===== config.mk =====
export PLATFORM = sky130hd
export DESIGN_NAME = addrDecode
export DESIGN_NICKNAME = d
export VERILOG_FILES = /design/src/opbPkg.sv /design/src/addrDecode.sv /design/src/opbAddrDecoder.sv /design/src/opbReadReturn.sv
export SDC_FILE = /design/constraint.sdc
export NUM_CORES = 1
export LEC_CHECK = 0
export ABC_AREA = 0
export BUFFER_PORTS_ARGS = -buffer_cell sky130_fd_sc_hd__buf_4
export CORE_AREA = 2 2 133 135
export DETAILED_ROUTE_END_ITERATION = 16
export DIE_AREA = 0 0 135 137
export GPL_TIMING_DRIVEN = 0
export PLACE_DENSITY_LB_ADDON = 0.08
export RECOVER_POWER = 25
export SKIP_CTS_REPAIR_TIMING = 1
export SLEW_MARGIN = 10
export SYNTH_ARGS = -nofsm -noshare
export SYNTH_HDL_FRONTEND = slang
export SYNTH_SLANG_ARGS = --single-unit

===== constraint.sdc =====
create_clock -name OPB_CLK -period 2.34 [get_ports OPB_CLK]
set_input_delay 0.351 -clock OPB_CLK [delete_from_list [all_inputs] [get_ports OPB_CLK]]
set_output_delay 0.351 -clock OPB_CLK [all_outputs]
set_load 0.01 [all_outputs]

===== src/opbPkg.sv =====
// OPB address map for the motion-control board
// Bus widths, the peripheral selector and the region table used by the
// decoder and the read-return logic

package opbPkg;

    ////////////////////////////////////////////////////////////////////////////
    // Bus widths
    ////////////////////////////////////////////////////////////////////////////

    localparam int OpbDataWidth = 32;
    localparam int OpbAddrWidth = 32;

    typedef logic [OpbAddrWidth-1:0] opbAddr_t;

    ////////////////////////////////////////////////////////////////////////////
    // Peripherals
    ////////////////////////////////////////////////////////////////////////////

    // Listed in read priority order, lowest value wins
    typedef enum logic [3:0] {
        periphCounter,
        periphScratch1,
        periphScratch2,
        periphClockGen,
        periphAdc,
        periphGantryMotor,
        periphLiftMotor,
        periphEeprom,
        periphGpioPower,
        periphGpioStand,
        periphGpioDebug
    } opbPeriph_t;

    localparam int NumPeriph = 11;

    // Bit index is the enum value
    typedef logic [NumPeriph-1:0] periphStrobe_t;

    ////////////////////////////////////////////////////////////////////////////
    // Address map
    ////////////////////////////////////////////////////////////////////////////

    // Region base, one entry per enum member in enum order
    localparam opbAddr_t PeriphBase [NumPeriph] = '{
        32'h0000_1000,  // event counter
        32'h0000_1100,  // scratch word 1
        32'h0000_1104,  // scratch word 2
        32'h0000_1200,  // clock generator
        32'h0000_1300,  // ADC
        32'h0000_1400,  // gantry motor
        32'h0000_1500,  // lift motor
        32'h0000_1600,  // EEPROM port
        32'h0000_1700,  // GPIO power view
        32'h0000_1704,  // GPIO stand view
        32'h0000_1708   // GPIO debug view
    };

    // Region size in addresses, 1 means exact match
    localparam int unsigned PeriphSize [NumPeriph] = '{
        16,             // event counter
        1,
        1,
        8,              // clock generator
        32,             // ADC
        64,             // gantry motor
        64,             // lift motor
        1,
        1,
        1,
        1
    };

endpackage


===== src/addrDecode.sv =====
`timescale 1ns/1ps

// OPB address decoder top level
// Per-peripheral read and write strobes in the access cycle, read data
// returned on decDo one cycle later

module addrDecode #(
    parameter int DataWidth = opbPkg::OpbDataWidth,
    parameter int AddrWidth = opbPkg::OpbAddrWidth
) (
    input  logic                  OPB_CLK,
    input  logic                  OPB_RST,

    // Bus side
    input  logic                  decRe,
    input  logic                  decWe,
    input  logic [AddrWidth-1:0]  decAddr,
    output logic [DataWidth-1:0]  decDo,

    // Peripheral read words
    input  logic [DataWidth-1:0]  counterData,
    input  logic [DataWidth-1:0]  scratchData,
    input  logic [DataWidth-1:0]  clockGenData,
    input  logic [DataWidth-1:0]  adcData,
    input  logic [DataWidth-1:0]  gantryMotorData,
    input  logic [DataWidth-1:0]  liftMotorData,
    input  logic [DataWidth-1:0]  eepromData,
    input  logic [DataWidth-1:0]  gpioData,

    // Peripheral strobes
    output opbPkg::periphStrobe_t readStrobe,
    output opbPkg::periphStrobe_t writeStrobe
);

    ////////////////////////////////////////////////////////////////////////////
    // Address decode
    ////////////////////////////////////////////////////////////////////////////

    opbAddrDecoder #(
        .AddrWidth (AddrWidth)
    ) decoder (
        .decRe       (decRe),
        .decWe       (decWe),
        .decAddr     (decAddr),
        .readStrobe  (readStrobe),
        .writeStrobe (writeStrobe)
    );

    ////////////////////////////////////////////////////////////////////////////
    // Read return
    ////////////////////////////////////////////////////////////////////////////

    opbReadReturn #(
        .DataWidth (DataWidth)
    ) readReturn (
        .OPB_CLK         (OPB_CLK),
        .OPB_RST         (OPB_RST),
        .readStrobe      (readStrobe),
        .counterData     (counterData),
        .scratchData     (scratchData),
        .clockGenData    (clockGenData),
        .adcData         (adcData),
        .gantryMotorData (gantryMotorData),
        .liftMotorData   (liftMotorData),
        .eepromData      (eepromData),
        .gpioData        (gpioData),
        .decDo           (decDo)
    );

endmodule


===== src/opbAddrDecoder.sv =====
`timescale 1ns/1ps

// OPB address decoder
// Matches the bus address against the region table and qualifies each
// hit with the read and write levels, all within the access cycle

module opbAddrDecoder #(
    parameter int AddrWidth = opbPkg::OpbAddrWidth
) (
    input  logic                  decRe,
    input  logic                  decWe,
    input  logic [AddrWidth-1:0]  decAddr,
    output opbPkg::periphStrobe_t readStrobe,
    output opbPkg::periphStrobe_t writeStrobe
);

    import opbPkg::*;

    // One bit wider than either address so base plus size cannot wrap
    localparam int CmpWidth = ((AddrWidth > OpbAddrWidth) ? AddrWidth : OpbAddrWidth) + 1;

    logic [CmpWidth-1:0] addrExt;
    periphStrobe_t       periphHit;

    assign addrExt = CmpWidth'(decAddr);

    ////////////////////////////////////////////////////////////////////////////
    // Region match
    ////////////////////////////////////////////////////////////////////////////

    // Half-open range [base, base + size)
    always_comb begin
        logic [CmpWidth-1:0] regionLo;
        logic [CmpWidth-1:0] regionHi;

        regionLo  = '0;
        regionHi  = '0;
        periphHit = '0;
        for (int i = 0; i < NumPeriph; i++) begin
            regionLo     = CmpWidth'(PeriphBase[i]);
            regionHi     = regionLo + CmpWidth'(PeriphSize[i]);
            periphHit[i] = (addrExt >= regionLo) && (addrExt < regionHi);
        end
    end

    ////////////////////////////////////////////////////////////////////////////
    // Strobes
    ////////////////////////////////////////////////////////////////////////////

    // Both groups may fire together when both levels are high
    assign readStrobe  = periphHit & {NumPeriph{decRe}};
    assign writeStrobe = periphHit & {NumPeriph{decWe}};

endmodule


===== src/opbReadReturn.sv =====
`timescale 1ns/1ps

// OPB read return path
// Delays the read strobes by one clock and places the word of the
// selected peripheral on the bus in the following cycle

module opbReadReturn #(
    parameter int DataWidth = opbPkg::OpbDataWidth
) (
    input  logic                  OPB_CLK,
    input  logic                  OPB_RST,
    input  opbPkg::periphStrobe_t readStrobe,
    input  logic [DataWidth-1:0]  counterData,
    input  logic [DataWidth-1:0]  scratchData,
    input  logic [DataWidth-1:0]  clockGenData,
    input  logic [DataWidth-1:0]  adcData,
    input  logic [DataWidth-1:0]  gantryMotorData,
    input  logic [DataWidth-1:0]  liftMotorData,
    input  logic [DataWidth-1:0]  eepromData,
    input  logic [DataWidth-1:0]  gpioData,
    output logic [DataWidth-1:0]  decDo
);

    import opbPkg::*;

    periphStrobe_t        readStrobeDly;
    logic [DataWidth-1:0] periphWord [NumPeriph];

    ////////////////////////////////////////////////////////////////////////////
    // Delayed read strobes
    ////////////////////////////////////////////////////////////////////////////

    always_ff @(posedge OPB_CLK or posedge OPB_RST) begin
        if (OPB_RST) begin
            readStrobeDly <= '0;
        end else begin
            readStrobeDly <= readStrobe;
        end
    end

    ////////////////////////////////////////////////////////////////////////////
    // Return data
    ////////////////////////////////////////////////////////////////////////////

    // Data source behind each peripheral
    always_comb begin
        for (int i = 0; i < NumPeriph; i++) begin
            case (opbPeriph_t'(i))
                periphCounter:     periphWord[i] = counterData;
                periphScratch1:    periphWord[i] = scratchData;
                periphScratch2:    periphWord[i] = scratchData;
                periphClockGen:    periphWord[i] = clockGenData;
                periphAdc:         periphWord[i] = adcData;
                periphGantryMotor: periphWord[i] = gantryMotorData;
                periphLiftMotor:   periphWord[i] = liftMotorData;
                periphEeprom:      periphWord[i] = eepromData;
                // All GPIO views read the same port
                periphGpioPower:   periphWord[i] = gpioData;
                periphGpioStand:   periphWord[i] = gpioData;
                periphGpioDebug:   periphWord[i] = gpioData;
                default:           periphWord[i] = '0;
            endcase
        end
    end

    // First captured strobe wins, idle bus reads as zero
    always_comb begin
        logic found;

        found = 1'b0;
        decDo = '0;
        for (int i = 0; i < NumPeriph; i++) begin
            if (readStrobeDly[i] && !found) begin
                decDo = periphWord[i];
                found = 1'b1;
            end
        end
    end

endmodule


[Yosys cells after proc, flatten, opt, wreduce, memory -nomap -nowiden]
Cells that the tools add are included.
Storage, ports and cells
  input port bits: 292
  word-level logic and storage cells: 77
  output and inout port bits: 54
  register bits: 11
Cells by class
  muxes and demuxes: 21
  reduce and logical (&&, ||, !) cells: 31
  order comparisons: 22
  bitwise logic cells: 2
Operators with widths (count)
  $ge 32x13->1 const B: 11
  $lt 32x13->1 const B: 11
  $mux 32: 11
  $and 11x11->11: 2
  $logic_and 1x1->1: 21
  $logic_not 1->1: 10
  $mux 1: 10

[Longest topological paths before layout]
Gate-level depths: netlist of run 1.
  depth after elaboration: 31
  gate-level depth with buffers: 6
  depth with buffers taken out: 4

[Modules after synthesis]
From an unflattened synthesis of run 1, not the netlist that was laid out.
Second synthesis, totals
  cells, all modules: 546
  area, all modules: 3533.4 sq um
Modules (own cells, without submodules)
  opbReadReturn: cells each 478, seq. area each 275.3 sq um, instances 1, area an instance 3106.7 sq um
  opbAddrDecoder: cells each 68, seq. area each 0.0 sq um, instances 1, area an instance 426.7 sq um

[Least setup slack after synthesis of run 1]
No wires, ideal clock.
  kind: input -> output
  start: input decAddr[7]
  end: output readStrobe[1]
  setup slack: 0.019 ns
  data required time: 1.989 ns
  stages: 4
  arrival time: 1.970 ns
  path buffers: 0
  path through: or4_4 > or4b_1 > a2111o_1 > nor2_1
On the way
  longest elaborated chain between the ends: 3
  elaborated cells on any way between the ends: 4
  classes of those cells: order compare (2); bitwise (1); reduce/logical (1)
Ends and longest elaborated chain
  from (decl): RTL line addrDecode.sv:17  | input logic [AddrWidth-1:0] decAddr,
  $ge 32x13->1 / $lt 32x13->1 (equally long branches): RTL line opbAddrDecoder.sv:42  | periphHit[i] = (addrExt >= regionLo) && (addrExt < regionHi);
  $logic_and 1x1->1 (*): RTL line opbAddrDecoder.sv:42
  $and 11x11->11 (*): RTL line opbAddrDecoder.sv:51  | assign readStrobe = periphHit & {NumPeriph{decRe}};
  to (decl): RTL line addrDecode.sv:31  | output opbPkg::periphStrobe_t readStrobe,
Mark *: on every way between the ends. The rest lies on a longest branch, timed or not.

[Worst setup path after layout of run 1]
  start: register readReturn.readStrobeDly[2]
  end: output decDo[23]
On the way
  longest elaborated chain between the ends: 26
  elaborated cells on any way between the ends: 34
  classes of those cells: mux (17); reduce/logical (17)
Ends and longest elaborated chain
  from (decl): RTL line opbReadReturn.sv:26  | periphStrobe_t readStrobeDly;
  from (signal assigned): RTL line opbReadReturn.sv:37  | readStrobeDly <= readStrobe;
  $logic_and 1x1->1 (*): RTL line opbReadReturn.sv:73  | if (readStrobeDly[i] && !found) begin
  $mux 1: RTL line opbReadReturn.sv:73
  $logic_not 1->1: RTL line opbReadReturn.sv:73
  $logic_and 1x1->1: RTL line opbReadReturn.sv:73
  $mux 1: RTL line opbReadReturn.sv:73
  $logic_not 1->1: RTL line opbReadReturn.sv:73
  $logic_and 1x1->1: RTL line opbReadReturn.sv:73
  $mux 1: RTL line opbReadReturn.sv:73
  [... 10 more ...]
  $logic_and 1x1->1: RTL line opbReadReturn.sv:73
  $mux 1: RTL line opbReadReturn.sv:73
  $logic_not 1->1: RTL line opbReadReturn.sv:73
  $logic_and 1x1->1: RTL line opbReadReturn.sv:73
  $mux 1: RTL line opbReadReturn.sv:73
  $logic_not 1->1: RTL line opbReadReturn.sv:73
  $logic_and 1x1->1: RTL line opbReadReturn.sv:73
  $mux 32 (*): RTL line opbReadReturn.sv:73
  to (decl): RTL line addrDecode.sv:18  | output logic [DataWidth-1:0] decDo,
Marks and branches as above.

==> results of run 1 <==
[worst max-delay path by stage]
stage	from	end	depth (start not counted)
after detailed placement	readReturn.readStrobeDly[0]	decDo[17]	6
after global placement	readReturn.readStrobeDly[0]	decDo[17]	6
after global routing	readReturn.readStrobeDly[2]	decDo[5]	7
after floorplan	decAddr[7]	readStrobe[1]	4
after CTS	readReturn.readStrobeDly[0]	decDo[17]	6
final	readReturn.readStrobeDly[2]	decDo[23]	7
[placed cells by master, fill, tap and decap left out, types with 17 or more instances in the layout]
cell / n
o22ai_1: 19
nor2_1: 43
o311ai_0: 19
nand2b_1: 23
clkbuf_1: 17
buf_4: 349
nand2_1: 38
a221oi_1: 54
o21ai_0: 21
inv_1: 27
[power by group]
group / switching, mW / internal (mW)
Combinational: 0.108 / 0.325
Clock: 0.0739 / 0.228
Sequential: 0.0000000397 / 0.191
[worst max-delay path: cells and delay by family (launching register included)]
family / cells / cell delay [ns]
AO/OA/AOI/OAI: 2 / 0.30
AND/OR/NAND/NOR: 2 / 0.78
flip-flops: 1 / 0.46
buffers and inverters: 3 / 0.50
[routing by layer]
metal | up-vias | GRT usage, % | wire length (um)
met5 | - | 0 | 0
met1 | 2299 | 23.9 | 8180
met4 | 0 | 4.92 | 497
li1 | 2403 | - | -
met3 | 26 | 4.78 | 1810
met2 | 237 | 35.2 | 10300
[final cells by class]
class | instances | area share, %
timing repair buffer | 355 | 44.4
multi-input combinational | 343 | 39.4
tap | 225 | 4.60
sequential | 11 | 4.56
buffer | 44 | 4.15
inverter | 27 | 1.66
clock buffer | 4 | 1.29
[cell families after synthesis]
| family | count (synthesis) | synth area share, % |
|---|---|---|
| AND/OR/NAND/NOR | 169 | 33.4 |
| buffers and inverters | 73 | 10.2 |
| flip-flops | 11 | 10.1 |
| AO/OA/AOI/OAI | 174 | 46.3 |
==> results.yml, run 1 <==
outcome:
  status: "finished with violations"
  violations: "negative setup slack"
logic_synthesis:
  yosysSeqAreaShare_pct: 10.1
  yosys-top-cells-area: "a221oi_1, dfrtp_1, o311ai_0, o21ai_0, nor2_1"
  synth-main-ff-cell: "dfrtp_1"
  syn_inst: 427
  synth_top_area_share_pct: 19.3
  ys_seq_elements: 11
  yosysMostFrequentCell: "a221oi_1"
  synth_common_cells: "a221oi_1, nor2_1, clkbuf_1, nand2_1, o21ai_0"
  syn-cell-area_mm2: 0.00273
  synth.distinct_cells: 40
  ys_async_sr_fraction_pct: 100
  synth_nets: 719
  syn_area_per_cell_um2: 6.38
  ys_warn_count: 0
  synth_edf_count: 0
  synth_top_area_cell: "a221oi_1"
power_and_ir_drop:
  total_power_mw: 0.926
  power.density_mw_per_mm2: 151
  ir_worst_vdd_v: 0.000171
  p_leak_nw: 2.84
finish:
  regArea_um2: 279
  final_cell_count_no_fill: 1009
  top_register: "readReturn.readStrobeDly"
  diodes: 0
  top_regs: "readReturn.readStrobeDly (11)"
  nFillCells: 1902
  largest_reg_flops: 11
  final_util_pct: 35.9
  final_layout_size_suffix_gt1_share_pct: 55.1
  final_area_mm2: 0.00612
  area_delta_synth_final_pct: 125
  nets: 1077
  multi_input_area_mm2: 0.00241
setup_path:
  slowest_delay_ns: 0.57
  slowest_stage: "or4_4"
  worstPathRequired_ns: 1.99
  path_cells: "or4_4, nor3_4, buf_6, clkbuf_16, o21ai_0, o211ai_1, buf_4"
  crit_arrival_ns: 2.28
  start_kind: "register"
  path_max_fanout: 6
  endpoint_kind: "primary output"
  path_class: "register to primary output"
clock_network:
  clockBufferDepth: 2
  cts-htree-levels: 1
  root_buffer: "clkbuf_16"
  cts.sinks: 11
  cts_tree: "yes"
  cts_buffers: 3
  path_clk_slew_ns: 0.04
detailed_routing:
  route.antenna.remaining_nets: 0
  drtIter0Drc: 170
  via_per_inst: 4.92
  first_pass_iters: 5
  finalWirelength_um: 20800
  wire_per_inst_um: 20.6
  drc: 0
  vias: 4965
die:
  start_util_pct: 16.0
  die-area_mm2: 0.0185
  core_mm2: 0.0171
  rows: 48
  io-pin-count: 346
  die_h_um: 137
  chipWidth_um: 135
placement:
  placed_cells: 997
  dpl_cell_area_mm2: 0.00560
  io_buffer_count: 345
  dp_hpwl_um: 17200
  gp_congestion: 0.876
  pre_cts_slack_ns: -0.722
grt:
  grt_overflow: 0
  grt_pass1_wl_um: 28200
  grt_max_degree: 12
  antenna_found_initial: 0
  grt_pass1_vias: 4939
  grt_usage_pct: 19.8
sta:
  grt_setup_unrepaired: "yes"
  relSlewSlack_pct: 49.9
  hold_viol: 0
  slew_violations: 0
  setup_viol: 34
  post-route-period-util_pct: 113
  min_period_ns: 2.64
  hold_slack_ns: 0.111
  max_freq_ghz: 0.379
  setup_slack_ns: -0.296
  worstMarginPinSlew_ns: 0.751
  setup_tns_ns: -6.87
flow_run:
  maxCapViolCount: 0
hold_path:
  worst_hold_path_type: "input port to asynchronous set/reset pin"
No activity file was read; power rests on OpenSTA's default activity.
==> run 2, diff against run 1 <==
- ABC_CLOCK_PERIOD_IN_PS: not set -> 2340
- RECOVER_POWER: 25 -> not set
==> results.yml, run 2 (same netlist as run 1, synthesis figures left out) <==
die:
  die_h_um: 137
  core_mm2: 0.0171
  die-area_mm2: 0.0185
  start_util_pct: 16.0
  chipWidth_um: 135
  rows: 48
  io-pin-count: 346
setup_path:
  start_kind: "register"
  path_max_fanout: 6
  worstPathRequired_ns: 1.99
  crit_arrival_ns: 2.28
  endpoint_kind: "primary output"
  path_class: "register to primary output"
detailed_routing:
  vias: 4966
  via_per_inst: 4.92
  first_pass_iters: 5
  drc: 0
  drtIter0Drc: 170
  finalWirelength_um: 20800
  route.antenna.remaining_nets: 0
  wire_per_inst_um: 20.6
grt:
  grt_pass1_vias: 4939
  grt_pass1_wl_um: 28200
  grt_overflow: 0
  grt_usage_pct: 19.8
  antenna_found_initial: 0
  grt_max_degree: 12
flow_run:
  maxCapViolCount: 0
sta:
  post-route-period-util_pct: 113
  relSlewSlack_pct: 49.9
  setup_slack_ns: -0.296
  grt_setup_unrepaired: "yes"
  setup_viol: 34
  max_freq_ghz: 0.379
  hold_viol: 0
  worstMarginPinSlew_ns: 0.751
  min_period_ns: 2.64
  slew_violations: 0
finish:
  final_util_pct: 35.9
  area_delta_synth_final_pct: 125
  regArea_um2: 279
  top_register: "readReturn.readStrobeDly"
  multi_input_area_mm2: 0.00241
  final_area_mm2: 0.00612
  diodes: 0
  final_layout_size_suffix_gt1_share_pct: 55.1
  layout_common_cells: "buf_4, a221oi_1, nor2_1"
  nets: 1077
  nFillCells: 1902
  mostFrequentLayoutCell: "buf_4"
  largest_reg_flops: 11
  top_regs: "readReturn.readStrobeDly (11)"
clock_network:
  cts_buffers: 3
  cts.sinks: 11
  clockBufferDepth: 2
  cts-htree-levels: 1
  path_clk_slew_ns: 0.04
  cts_tree: "yes"
  root_buffer: "clkbuf_16"
placement:
  gp_congestion: 0.876
  io_buffer_count: 345
  dp_hpwl_um: 17200
  dpl_cell_area_mm2: 0.00560
outcome:
  violations: "negative setup slack"
  status: "finished with violations"
hold_path:
  worst_hold_path_type: "input port to asynchronous set/reset pin"
power_and_ir_drop:
  power.density_mw_per_mm2: 151
  ir_worst_vdd_v: 0.000171
  total_power_mw: 0.926
  p_leak_nw: 2.84
run 2: cell count changes in the layout (fill, tap and decap cells not counted), sizes merged:
cell,change
buf,+1
clkbuf,-1
run 2: layout make-up:
type	instances	share of cell area, %
Multi-Input combinational cell	343	39.4
Tap cell	225	4.60
Timing Repair Buffer	355	44.4
Sequential cell	11	4.56
Clock buffer	4	1.29
Buffer	44	4.15
Inverter	27	1.66
run 2: worst paths after layout:
path,startpoint,to,slack [ns],depth (start not counted)
min in group OPB_CLK,decAddr[6],readReturn.readStrobeDly[6],0.45,4
min,OPB_RST,readReturn.readStrobeDly[10],0.11,2
max,readReturn.readStrobeDly[2],decDo[23],-0.30,7
max in group asynchronous,OPB_RST,readReturn.readStrobeDly[1],1.93,2
run 2: stage by stage:
step | hold WS (ns) | std cells | TNS (ns) | worst slack [ns]
after floorplan | 0.203 | 427 | 0 | 0.0191
after global placement | 0.372 | 997 | -15.93 | -0.760
after detailed placement | 0.377 | 997 | -16.18 | -0.722
after CTS | 0.128 | 1001 | -24.56 | -1.00
after global routing | 0.142 | 1009 | -10.23 | -0.355
final | 0.109 | 1009 | -6.88 | -0.296
run 2: layer usage:
| metal | vias up | GRT usage, % | part of all wire, % |
|---|---|---|---|
| li1 | 2403 | - | - |
| met1 | 2298 | 23.9 | 39 |
| met2 | 239 | 35.2 | 50 |
| met3 | 26 | 4.78 | 8.7 |
| met4 | 0 | 4.92 | 2.4 |
| met5 | - | 0 | 0 |
run 2: power by group:
| part | switching, mW | total (mW) | internal [mW] | leakage [nW] |
|---|---|---|---|---|
| clock | 0.0739 | 0.302 | 0.228 | 0.0382 |
| combinational | 0.108 | 0.434 | 0.325 | 2.65 |
| sequential | 0.0000000400 | 0.191 | 0.191 | 0.149 |
| total | 0.182 | 0.926 | 0.744 | 2.84 |
run 2: worst max-delay path: stages, from the launching register on:
cell and delay, ns:
dfrtp_2 0.46, or4_4 0.57, nor3_4 0.21, buf_6 0.19, clkbuf_16 0.15, o21ai_0 0.08, o211ai_1 0.22, buf_4 0.16
